`src/coreDefs.sv`:
```
package coreDefs;

	// datapath sizes
	localparam int dataWidth  = 16;                // one machine word
	localparam int regCount   = 16;                // r0 to r15
	localparam int addrWidth  = 4;                 // picks one of regCount
	localparam int opWidth    = 4;                 // opcode field
	localparam int immWidth   = 8;                 // immediate field, signed
	localparam int aluOpWidth = 3;                 // alu function select
	localparam int shiftWidth = $clog2(dataWidth); // shift amount is b mod 16

	// opcodes in the top nibble of every instruction
	typedef enum logic [opWidth-1:0] {
		ADD  = 4'h0, // dst = dst + src
		SUB  = 4'h1, // dst = dst - src
		AND  = 4'h2,
		OR   = 4'h3,
		XOR  = 4'h4,
		SHL  = 4'h5, // shift left by src mod 16
		SHR  = 4'h6, // logical shift right
		MOV  = 4'h7, // dst = src
		ADDI = 4'h8, // dst = dst + sext(imm)
		LDI  = 4'h9, // dst = sext(imm), flags untouched
		CMP  = 4'hA, // dst - src, flags only
		// 4'hB to 4'hE are free and decode like NOP
		NOP  = 4'hF
	} opcode_e;

	// functions the alu knows about
	typedef enum logic [aluOpWidth-1:0] {
		ALU_ADD   = 3'd0,
		ALU_SUB   = 3'd1, // carry out is "no borrow"
		ALU_AND   = 3'd2,
		ALU_OR    = 3'd3,
		ALU_XOR   = 3'd4,
		ALU_SHL   = 3'd5,
		ALU_SHR   = 3'd6,
		ALU_PASSB = 3'd7  // operand b straight through
	} aluOp_e;

	// register form
	// opcode | dst | src | unused
	typedef struct packed {
		opcode_e                opcode;
		logic [addrWidth-1:0]   dst;    // also the first source
		logic [addrWidth-1:0]   src;
		logic [addrWidth-1:0]   unused; // ignored by the decoder
	} instrReg_t;

	// immediate form
	// opcode | dst | imm
	typedef struct packed {
		opcode_e                opcode;
		logic [addrWidth-1:0]   dst;
		logic [immWidth-1:0]    imm;    // two's complement
	} instrImm_t;

	// the same 16-bit word seen both ways
	// opcode and dst sit in the same bits in either view
	typedef union packed {
		instrReg_t regView;
		instrImm_t immView;
	} instr_u;

endpackage

```
`src/registerFile.sv`:
```
// 16 x 16 register file
// one write port addressed by dstAddr, two combinational read ports
module registerFile import coreDefs::*; (
	input  logic                 clk,
	input  logic                 rst,        // sync, clears every register
	input  logic                 writeEn,
	input  logic [addrWidth-1:0] dstAddr,    // write address and read port 1
	input  logic [addrWidth-1:0] srcAddr,    // read port 2
	input  logic [dataWidth-1:0] writeData,
	output logic [dataWidth-1:0] readData1,  // regs[dstAddr]
	output logic [dataWidth-1:0] readData2   // regs[srcAddr]
);

	// storage
	logic [dataWidth-1:0] regs [regCount];

	// write port
	// the whole array clears on rst so the core starts from a known state
	always_ff @(posedge clk) begin
		if (rst) begin
			for (int i = 0; i < regCount; i++) begin
				regs[i] <= '0;
			end
		end else if (writeEn) begin
			regs[dstAddr] <= writeData; // visible on the read ports next cycle
		end
	end

	// read ports
	// no bypass, a write lands at the edge and the array is read after it
	assign readData1 = regs[dstAddr]; // first operand of a two-address op
	assign readData2 = regs[srcAddr]; // second operand

	// a write with an unknown address would corrupt some unknown register,
	// and an unknown srcAddr means the result being written is garbage too
	assert property (@(posedge clk) disable iff (rst)
		writeEn |-> !$isunknown({dstAddr, srcAddr}))
	else $error("registerFile: unknown address during write");

endmodule

```
`src/instrDecoder.sv`:
```
// instruction decoder
// opcode first, then the fields through the view the opcode selects
module instrDecoder import coreDefs::*; (
	input  instr_u               instr,
	output logic [addrWidth-1:0] dstAddr,    // same bits in both forms
	output logic [addrWidth-1:0] srcAddr,    // register form only
	output aluOp_e               aluOp,
	output logic                 useImm,     // operand b from immValue
	output logic [dataWidth-1:0] immValue,   // imm sign extended
	output logic                 writesBack, // result goes to dst
	output logic                 setsFlags   // zero, neg, carry load
);

	opcode_e opcode;

	// opcode lives in the shared top nibble, either view would do
	assign opcode = instr.regView.opcode;

	// field extraction
	assign dstAddr  = instr.regView.dst;
	assign srcAddr  = instr.regView.src; // meaningless for the immediate form
	assign immValue = {{(dataWidth-immWidth){instr.immView.imm[immWidth-1]}},
		instr.immView.imm};

	// control
	always_comb begin
		// most ops write back and set flags from operand b = src
		aluOp      = ALU_PASSB;
		useImm     = 1'b0;
		writesBack = 1'b1;
		setsFlags  = 1'b1;
		case (opcode)
			ADD: aluOp = ALU_ADD;
			SUB: aluOp = ALU_SUB;
			AND: aluOp = ALU_AND;
			OR:  aluOp = ALU_OR;
			XOR: aluOp = ALU_XOR;
			SHL: aluOp = ALU_SHL;
			SHR: aluOp = ALU_SHR;
			MOV: aluOp = ALU_PASSB; // alu clears carry for pass
			ADDI: begin
				aluOp  = ALU_ADD;
				useImm = 1'b1;
			end
			LDI: begin
				aluOp     = ALU_PASSB;
				useImm    = 1'b1;
				setsFlags = 1'b0; // load leaves flags alone
			end
			CMP: begin
				aluOp      = ALU_SUB;
				writesBack = 1'b0; // subtract for the flags only
			end
			default: begin
				// NOP and the free opcodes
				writesBack = 1'b0;
				setsFlags  = 1'b0;
			end
		endcase
	end

endmodule

```
`src/alu.sv`:
```
// 16-bit alu
// result plus the next zero, negative and carry values
module alu import coreDefs::*; (
	input  logic [dataWidth-1:0] a,         // readData1, the dst register
	input  logic [dataWidth-1:0] b,         // src register or immediate
	input  aluOp_e               aluOp,
	output logic [dataWidth-1:0] aluResult,
	output logic                 zeroNext,
	output logic                 negNext,
	output logic                 carryNext
);

	logic [shiftWidth-1:0] shamt; // b mod 16
	logic [dataWidth:0]    sum;   // carry in the top bit
	logic [dataWidth:0]    diff;  // top bit set means no borrow
	logic [dataWidth:0]    shl;   // last bit out lands in bit 16
	logic [dataWidth:0]    shr;   // last bit out lands in bit 0

	assign shamt = b[shiftWidth-1:0];

	// adder and subtractor, 17 bits wide for the carry
	assign sum  = {1'b0, a} + {1'b0, b};
	assign diff = {1'b0, a} + {1'b0, ~b} + 1'b1; // a + ~b + 1

	// shifters
	// an extra bit on the outgoing side keeps the last bit shifted out,
	// and a shift by 0 leaves that bit at 0
	assign shl = {1'b0, a} << shamt;
	assign shr = {a, 1'b0} >> shamt;

	always_comb begin
		carryNext = 1'b0; // logic and pass ops clear carry
		case (aluOp)
			ALU_ADD: begin
				aluResult = sum[dataWidth-1:0];
				carryNext = sum[dataWidth];
			end
			ALU_SUB: begin
				aluResult = diff[dataWidth-1:0];
				carryNext = diff[dataWidth]; // 1 when a >= b unsigned
			end
			ALU_AND: aluResult = a & b;
			ALU_OR:  aluResult = a | b;
			ALU_XOR: aluResult = a ^ b;
			ALU_SHL: begin
				aluResult = shl[dataWidth-1:0];
				carryNext = shl[dataWidth];
			end
			ALU_SHR: begin
				aluResult = shr[dataWidth:1];
				carryNext = shr[0];
			end
			default: aluResult = b; // ALU_PASSB for MOV and LDI
		endcase
	end

	// status from the result word
	assign zeroNext = (aluResult == '0);
	assign negNext  = aluResult[dataWidth-1]; // sign bit

endmodule

```
`src/execCore.sv`:
```
// single cycle execute core
// decode, read, alu and write back all inside one clock
module execCore import coreDefs::*; (
	input  logic                 clk,
	input  logic                 rst,        // sync, active high
	input  logic [dataWidth-1:0] instr,      // one instruction per strobe
	input  logic                 instrValid, // commit at this rising edge
	output logic [dataWidth-1:0] result,     // alu output, combinational
	output logic                 flagZero,
	output logic                 flagNeg,
	output logic                 flagCarry
);

	// decoder outputs
	logic [addrWidth-1:0] dstAddr;
	logic [addrWidth-1:0] srcAddr;
	aluOp_e               aluOp;
	logic                 useImm;
	logic [dataWidth-1:0] immValue;
	logic                 writesBack;
	logic                 setsFlags;

	// datapath
	logic [dataWidth-1:0] readData1; // dst register, operand a
	logic [dataWidth-1:0] readData2; // src register
	logic [dataWidth-1:0] operandB;
	logic [dataWidth-1:0] aluResult;
	logic                 zeroNext;
	logic                 negNext;
	logic                 carryNext;
	logic                 writeEn;

	instrDecoder decoder (
		.instr      (instr),       // same 16 bits, read through the union
		.dstAddr    (dstAddr),
		.srcAddr    (srcAddr),
		.aluOp      (aluOp),
		.useImm     (useImm),
		.immValue   (immValue),
		.writesBack (writesBack),
		.setsFlags  (setsFlags)
	);

	// instrValid is ignored while in reset
	assign writeEn = instrValid & writesBack & ~rst;

	registerFile regFile (
		.clk       (clk),
		.rst       (rst),
		.writeEn   (writeEn),
		.dstAddr   (dstAddr),
		.srcAddr   (srcAddr),
		.writeData (aluResult), // result written back at the same edge
		.readData1 (readData1),
		.readData2 (readData2)
	);

	// operand b select
	assign operandB = useImm ? immValue : readData2;

	alu execAlu (
		.a         (readData1),
		.b         (operandB),
		.aluOp     (aluOp),
		.aluResult (aluResult),
		.zeroNext  (zeroNext),
		.negNext   (negNext),
		.carryNext (carryNext)
	);

	assign result = aluResult;

	// flags
	// loaded only by committed instructions that set them,
	// NOP and LDI keep the old values
	always_ff @(posedge clk) begin
		if (rst) begin
			flagZero  <= 1'b0;
			flagNeg   <= 1'b0;
			flagCarry <= 1'b0;
		end else if (instrValid && setsFlags) begin
			flagZero  <= zeroNext;
			flagNeg   <= negNext;
			flagCarry <= carryNext;
		end
	end

	// the first cycle after any reset cycle starts with clean status
	assert property (@(posedge clk)
		rst |=> ({flagZero, flagNeg, flagCarry} == 3'b000))
	else $error("execCore: flags not clear after reset");

endmodule

```
`config.mk`:
```
export PLATFORM = sky130hd
export DESIGN_NAME = execCore
export DESIGN_NICKNAME = d
export VERILOG_FILES = /design/src/coreDefs.sv /design/src/registerFile.sv /design/src/instrDecoder.sv /design/src/alu.sv /design/src/execCore.sv
export SDC_FILE = /design/constraint.sdc
export NUM_CORES = 1
export LEC_CHECK = 0
export BUFFER_PORTS_ARGS = -buffer_cell sky130_fd_sc_hd__buf_2
export CAP_MARGIN = 20
export CORE_UTILIZATION = 40
export DETAILED_ROUTE_END_ITERATION = 8
export GPL_TIMING_DRIVEN = 1
export PLACE_DENSITY_LB_ADDON = 0.12
export RECOVER_POWER = 100
export SLEW_MARGIN = 20
export SYNTH_ARGS = -nofsm -noshare
export SYNTH_HDL_FRONTEND = slang
export SYNTH_SLANG_ARGS = --single-unit
```
`constraint.sdc`:
```
create_clock -name clk -period 12.6 [get_ports clk]
set_input_delay 0.63 -clock clk [delete_from_list [all_inputs] [get_ports clk]]
set_output_delay 0.63 -clock clk [all_outputs]
set_load 0.01 [all_outputs]
```
# Word level (Yosys, flattened, before mapping)
# Memory sizes are Yosys's and may differ from the RTL's.
# Index checks and enable logic that the tools add are counted.
[word_totals]
memories = 1
inputBits = 19
mem_bits_rw = 256
elab_cells = 57
regBits = 3
[memory_table]
columns = ["memory", "depth", "word_bits", "read_ports", "rd_ports_with_merged_regs", "wr", "line_no", "source"]
rows = [
  ["regFile.regs", 16, 16, 2, 0, 16, "registerFile.sv:15", "logic [dataWidth-1:0] regs [regCount];"],
]
[classes]
n_mux = 15
n_bitwise = 7
shift = 2
n_eq_ne = 16
reduce_logical = 10
addsub = 3
[op_table]
columns = ["cell", "count"]
rows = [
  ["16-bit one-hot mux with 7 select lines", 1],
  ["16-bit by 16-bit adder with 17-bit output", 2],
  ["16-bit two-way mux", 2],
  ["3-bit one-hot mux with 7 select lines", 1],
  ["10-bit OR reduction", 2],
  ["17-bit by 1-bit adder with 17-bit output, second input constant", 1],
  ["16-bit by 4-bit << shifter with 17-bit output", 1],
  ["17-bit by 4-bit right shift with 17-bit output", 1],
  ["16-bit AND", 1],
  ["4-bit by 3-bit equality test with 1-bit output, second input constant", 4],
  ["16-bit logical NOT", 1],
  ["16-bit inverter", 1],
  ["16-bit OR", 1],
  ["16-bit OR reduction", 1],
  ["16-bit bitwise XOR", 1],
  ["4-bit equality test, second input constant", 3],
  ["3-bit equality test, second input constant", 3],
  ["1-bit two-way mux", 9],
  ["4-bit by 2-bit equality test with 1-bit output, second input constant", 2],
  ["3-bit by 2-bit equality test with 1-bit output, second input constant", 2],
  ["2-bit OR reduction", 3],
  ["4-bit by 1-bit equality test with 1-bit output, second input constant", 1],
  ["4-bit logical NOT", 1],
  ["4-bit two-way mux", 1],
  ["6 further kinds", 7],
]

# Longest topological paths before layout
# Gate-level depths: netlist of run 1.
[depth]
word_depth = 10
mapped_depth = 25
depth_no_buf = 21

# By module
# Synthesis of run 1 repeated with hierarchy kept, for this count alone.
[unflattened]
cells_unflattened = 1564
hier_area_um2 = 18530.3
[by_module_without_submodules]
columns = ["mod", "cells_per_inst", "area_per_inst_um2", "n_inst", "seq_area_each_um2"]
rows = [
  ["registerFile", 861, 13429.1, 1, 7687.4],
  ["alu", 640, 4491.8, 1, 0.0],
  ["execCore", 32, 376.6, 1, 60.1],
  ["instrDecoder", 31, 232.7, 1, 0.0],
]

# Least setup slack after synthesis of run 1
# No wires, ideal clock.
[synth_path]
kind = "input-to-output"
startpoint = "input instr[4]"
endpoint = "output result[15]"
arrival_time_ns = 5.892
path_slack_ns = 6.078
required_ns = 11.970
stages = 20
path_cell_list = "buf_2 -> buf_2 -> buf_2 -> buf_1 -> buf_2 -> mux4_2 -> mux2i_1 -> nand2_1 -> a21oi_1 -> ha_1 -> and2_1 -> a22o_1 -> a311o_1 -> a41oi_1 -> nor4b_1 -> o21ai_0 -> nand4_1 -> o32ai_1 -> inv_1 -> buf_4"
[synth_via]
elab_chain_len = 6
elab_cells_between_ends = 12
cone_classes = "add/sub: 3; shift: 2; mux: 2; bitwise: 4; memory: 1"
[synth_rtl]
columns = ["element", "line_no", "source"]
rows = [
  ["from (decl)", "execCore.sv:6", "input logic [dataWidth-1:0] instr,"],
  ["memory 16 x 16 bit", "--", ""],
  ["16-bit two-way mux (*)", "execCore.sv:59", "assign operandB = useImm ? immValue : readData2;"],
  ["16-bit inverter", "alu.sv:23", "assign diff = {1'b0, a} + {1'b0, ~b} + 1'b1;"],
  ["16-bit by 16-bit adder with 17-bit output", "alu.sv:23", ""],
  ["17-bit by 1-bit adder with 17-bit output", "alu.sv:23", ""],
  ["16-bit one-hot mux with 7 select lines (*)", "alu.sv:33", "case (aluOp)"],
  ["to (decl)", "execCore.sv:8", "output logic [dataWidth-1:0] result,"],
]
# Every way passes the cells marked *; elsewhere a longest branch is shown, timed or not.

# Worst setup path after layout of run 1
[layout_path]
startpoint = "input instr[9]"
endpoint = "output result[12]"
[layout_via]
elab_chain_len = 4
elab_cells_between_ends = 10
cone_classes = "add/sub: 3; shift: 2; mux: 1; bitwise: 3; memory: 1"
[layout_rtl]
columns = ["element", "line_no"]
rows = [
  ["memory 16 x 16 bit (*)", "--"],
  ["16-bit by 16-bit adder with 17-bit output", "alu.sv:23"],
  ["17-bit by 1-bit adder with 17-bit output", "alu.sv:23"],
  ["16-bit one-hot mux with 7 select lines (*)", "alu.sv:33"],
]
# Marks and branches as above.

==> results.cfg, run 1 <==
[cells_and_area]
final_layout_size_suffix_gt1_frac = 0.177
n_antenna_cell = 0
n_fill_cell = 4073
final_cell_mix = 324 x nor2_1, 256 x edfxtp_1, 139 x mux4_2
nets = 1619
finalCoreUtilization = 0.440
layout-area-overhead-vs-synth_pct = 8.03
final_common_cell = nor2_1
design_area_mm2 = 0.0190

[sta]
setup_ws_ns = 2.96
slew_viol_final = 71
period_share = 0.765
max_slew_margin = -0.981
final_hold_viol_count = 0
tns_ns = 0
worst_slew_pin_slew_ns = 2.97
finalCriticalPeriod_ns = 9.64
max_freq_mhz = 104
rsz0062_at_grt = no
finClkSkew_ns = 0.0149
setup_viol = 0

[pwr]
p_int_uw = 1640
p_clk_frac = 0.321
p_total_uw = 2450
p_leak_uw = 0.00690
power_density_mw_per_mm2 = 129
switching_share = 0.331
p_sw_uw = 813
ir_drop_uv = 107
combPwrFrac = 0.273
seqPwrFrac = 0.406

[floorplan]
dieWidth_um = 212
dieArea_mm2 = 0.0449
initial_utilization = 0.407
core_mm2 = 0.0433
rows = 76
io_pins = 38
fp.dieH_um = 212

[global_routing]
grt_use_total = 0.274
antenna_found_initial = 0
grt_pass1_wl_um = 89500
grt_max_degree = 48
grt_pass1_vias = 13300
grt.overflow.total = 0

[cts]
cts_resized = 0
tritoncts = done
cts-root-buf = clkbuf_16
insertion_delay_ns = 0.56
clk_pin_slew_ns = 0.06
post_cts_buffers = 0
numCtsBuffers = 29
clock-sinks = 259
cts_hold_buf = 0
h-tree-depth = 1
clock_path_buffers = 3

[drt]
first_iter_violations = 1673
wl_per_cell_um = 28.4
vias = 13700
wl_um = 61100
first_pass_iters = 6
vias_per_cell = 6.35
drc = 0
ant_nets = 0

[critical_path]
worstSetupPathType = in -> out
cp-end-kind = output port
cp.arrival_ns = 9.01
crit_path_start_kind = input pin
crit_fanout = 44
worstPathRequired_ns = 11.97

[logic_synthesis]
avgSynthCellArea_um2 = 11.2
ys_warn_count = 0
yosysUniqueCellTypes = 87
yosysSeqAreaShare = 0.440
synth-main-ff-cell = edfxtp_1
syn_area_mm2 = 0.0176
async_reset_ff_frac = 0
syn_inst = 1566
ys_ff_latch = 259
synth-edff-count = 256
synth_nets = 1636

[status]
status = complete, but fails checks
violations = capacitance limit, slew limit

[place]
dp_hpwl_um = 41200
place_ws_ns = 5.09
place.gp.congestion = 0.957
io_buffers = 37
dpl-instance-area_mm2 = 0.0183

[hold_path]
hold_class = in -> reg

[job]
cap_violations = 2
## critical path: stages
cell and delay [ns]:
clkbuf_1 1.34, clkbuf_1 2.19, mux4_2 0.54, mux2_2 0.30
o21a_1 0.23, ha_1 0.28, fa_1 0.46, nor2b_1 0.17
o311ai_0 0.34, clkbuf_1 0.24, a311oi_1 0.18, nor3_1 0.26
mux2i_1 0.17, a2111oi_0 0.85, a32o_1 0.28, buf_4 0.27
inv_1 0.07, clkbuf_1 0.14
## final timing paths
| path | from | to | slack [ns] | cells past startpoint |
|---|---|---|---|---|
| worst max register to register | regFile.regs[11][0] | flagZero | 6.09 | 19 |
| worst min register to register | flagNeg | flagNeg | 0.53 | 2 |
| worst min-delay path | instrValid | flagCarry | 0.43 | 3 |
| worst max-delay path | instr[9] | result[12] | 2.96 | 18 |
## per-layer routing
metal	track usage	vias to the layer above	part of all wire
met2	0.454	689	0.48
li1	-	5897	-
met1	0.377	6972	0.42
met5	0	-	0
met4	0.0912	0	0.030
met3	0.0261	112	0.072
## power by group through the flow
stage	combinational [uW]	clock, uW	sequential [uW]
after floorplan	460	0	1010
after global placement	672	0	1010
after detailed placement	673	0	1010
after CTS	675	792	996
after global routing	717	822	1000
final	671	788	996
## kinds of logic (layout without fill, tap and decap cells)
kind of cell             after synthesis  count (layout)  share of synthesized area
AND/OR/NAND/NOR                      564             564                      0.142
AO/OA/AOI/OAI                        295             295                      0.120
flip-flops                           259             259                      0.440
buffers and inverters                205             208                     0.0508
multiplexers                         189             189                      0.208
adder cells (fa/ha/maj)               51              51                     0.0371
XOR/XNOR                               3               3                    0.00149
## metrics by stage
| stage | std cells | hold WS, ns |
|---|---|---|
| 2_1_floorplan | 1566 | 0.497 |
| 3_3_place_gp | 2100 | 0.514 |
| 3_5_place_dp | 2102 | 0.507 |
| 4_1_cts | 2153 | 0.430 |
| 5_1_grt | 2154 | 0.460 |
| 6_report | 2154 | 0.434 |
## flip-flops by register name, indices dropped and copies added, names as in the netlist
register / flops
flagNeg: 1
regFile.regs: 256
flagZero: 1
flagCarry: 1
## layout make-up
type                       instances  area, um2  area share
multi-input combinational       1102       8960       0.471
sequential                       259       7750       0.407
clock buffer                      39        763      0.0401
tap                              585        732      0.0385
timing repair buffer              90        475      0.0250
inverter                          67        254      0.0134
clock inverter                    12       85.1     0.00447
## cells in the mapped netlist, types with 8 or more instances
| cell | count | share of area |
|---|---|---|
| nor2_1 | 324 | 0.069 |
| edfxtp_1 | 256 | 0.44 |
| mux4_2 | 139 | 0.18 |
| clkbuf_1 | 87 | 0.019 |
| nand2_1 | 73 | 0.016 |
| inv_1 | 61 | 0.013 |
| o21ai_0 | 55 | 0.016 |
| a21oi_1 | 50 | 0.014 |
| nand3_1 | 50 | 0.014 |
| ha_1 | 49 | 0.035 |
| nand2b_1 | 31 | 0.011 |
| mux2i_1 | 28 | 0.016 |
| buf_2 | 23 | 0.0065 |
| mux2_2 | 21 | 0.013 |
| nor3_1 | 18 | 0.0051 |
| o21ai_1 | 17 | 0.0048 |
| buf_1 | 13 | 0.0028 |
| o211ai_1 | 12 | 0.0051 |
| a211oi_1 | 10 | 0.0043 |
| a22oi_1 | 10 | 0.0043 |
| buf_6 | 10 | 0.0064 |
| a21o_1 | 9 | 0.0038 |
| a31oi_1 | 9 | 0.0032 |
| o22ai_1 | 9 | 0.0032 |
| and2_1 | 8 | 0.0028 |
| o2111ai_1 | 8 | 0.0040 |
| o21ai_2 | 8 | 0.0040 |
| o221ai_1 | 8 | 0.0040 |
| or3_1 | 8 | 0.0028 |
No activity file was read; power rests on OpenSTA's default activity.
==> run 2: changes to the inputs <==
clock period = 9.7 ns   (was 12.6 ns; I/O delays follow)
==> results.cfg, run 2 (synthesized netlist as in run 1, its figures left out) <==
[global_routing]
grt_use_total = 0.275
antenna_found_initial = 0
grt_max_degree = 45
grt.overflow.total = 0
grt_pass1_vias = 13300
grt_pass1_wl_um = 90000

[cells_and_area]
layout-area-overhead-vs-synth_pct = 9.01
largest_register_ffs = 256
n_antenna_cell = 0
final_cell_mix = 324 x nor2_1, 256 x edfxtp_1, 139 x mux4_2
nets = 1629
largest-register = regFile.regs
final_common_cell = nor2_1
final_layout_size_suffix_gt1_frac = 0.178

[cts]
cts-root-buf = clkbuf_16
cts_hold_buf = 0
post_cts_buffers = 0
numCtsBuffers = 28
cts_resized = 0
clk_pin_slew_ns = 0.06
insertion_delay_ns = 0.56
clock_path_buffers = 3
clock-sinks = 259
h-tree-depth = 1
tritoncts = done

[floorplan]
core_mm2 = 0.0433
initial_utilization = 0.407
dieWidth_um = 212
io_pins = 38
rows = 76
fp.dieH_um = 212
dieArea_mm2 = 0.0449

[sta]
finClkSkew_ns = 0.00819
rsz0062_at_grt = no
setup_viol = 0
worst_slew_pin_slew_ns = 1.95
finalCriticalPeriod_ns = 7.77
max_freq_mhz = 129
period_share = 0.802
max_slew_margin = -0.312
final_hold_viol_count = 0
tns_ns = 0
slew_viol_final = 18

[drt]
wl_met1_um = 25500
first_iter_violations = 1620
vias_per_cell = 6.32
first_pass_iters = 5
wl_per_cell_um = 28.1
top_layer_used = met4
vias = 13700
drc = 0
wl_met2_um = 28900
wl_um = 60800
dr_wl_met3_um = 4460
ant_nets = 0

[place]
io_buffers = 37
place.gp.congestion = 0.978
dp_hpwl_um = 42400

[critical_path]
crit_fanout = 28
crit_path_start_kind = input pin
crit-reg2reg-launch = regFile.regs[10][0]
cp-startpoint = instr[8]
worstSetupPathType = in -> out
cp.arrival_ns = 7.29
cp-end-kind = output port
worstPathRequired_ns = 9.22

[pwr]
p_leak_uw = 0.00698
power_density_mw_per_mm2 = 172
ir_drop_uv = 153
p_total_uw = 3310

[job]
cap_violations = 1

[hold_path]
hold_class = in -> reg
hold_path_startpoint = instrValid

[status]
status = complete, but fails checks
violations = capacitance limit, slew limit
-- run 2: cell type report --
cell class                 count  area (um2)
clock inverter                13         215
multi-input combinational   1102        8970
timing repair buffer         101         519
tap                          585         732
inverter                      67         254
sequential                   259        7750
fill                        4087       24100
clock buffer                  37         756
-- run 2: power by group --
| group | switching, uW | total (uW) | internal (uW) |
|---|---|---|---|
| registers | 21.8 | 1290 | 1270 |
| logic | 584 | 866 | 282 |
| clock network | 444 | 1150 | 704 |
-- run 2: critical path: stages --
cell and delay (ns):
buf_4 0.47, clkbuf_1 1.05, mux4_2 0.64, mux4_2 0.60, ha_1 0.36, nand2b_1 0.18
a221oi_1 0.41, o221ai_1 0.27, o221ai_1 0.35, a21oi_1 0.19, o31a_1 0.32, o21ai_0 0.21
nand4_1 0.17, o32ai_2 0.21, clkbuf_1 0.80, inv_1 0.30, clkbuf_1 0.21
-- run 2: per-stage QoR --
step | hold WS (ns) | cell area, um2 | setup slack, ns | util | instances
floorplan | 0.497 | 17600 | 3.47 | - | 1566
global placement | 0.489 | 18400 | 2.54 | 0.426 | 2114
detailed placement | 0.499 | 18400 | 2.73 | 0.426 | 2114
CTS | 0.302 | 19400 | 2.89 | 0.448 | 2164
global route | 0.331 | 19200 | 1.61 | 0.444 | 2164
finish | 0.320 | 19200 | 1.93 | 0.444 | 2164
-- run 2: worst paths after layout --
| path | end | cells after the start | slack (ns) |
|---|---|---|---|
| worst max-delay path | result[15] | 17 | 1.93 |
| worst min-delay path | flagCarry | 3 | 0.32 |
| worst max register to register | flagZero | 22 | 3.18 |
| worst min register to register | flagNeg | 2 | 0.52 |
-- run 2: per-layer routing --
layer / up-vias / GRT usage
met1: 6943 / 0.383
met5: - / 0
met4: 0 / 0.0897
met2: 690 / 0.451
met3: 113 / 0.0285
li1: 5933 / -
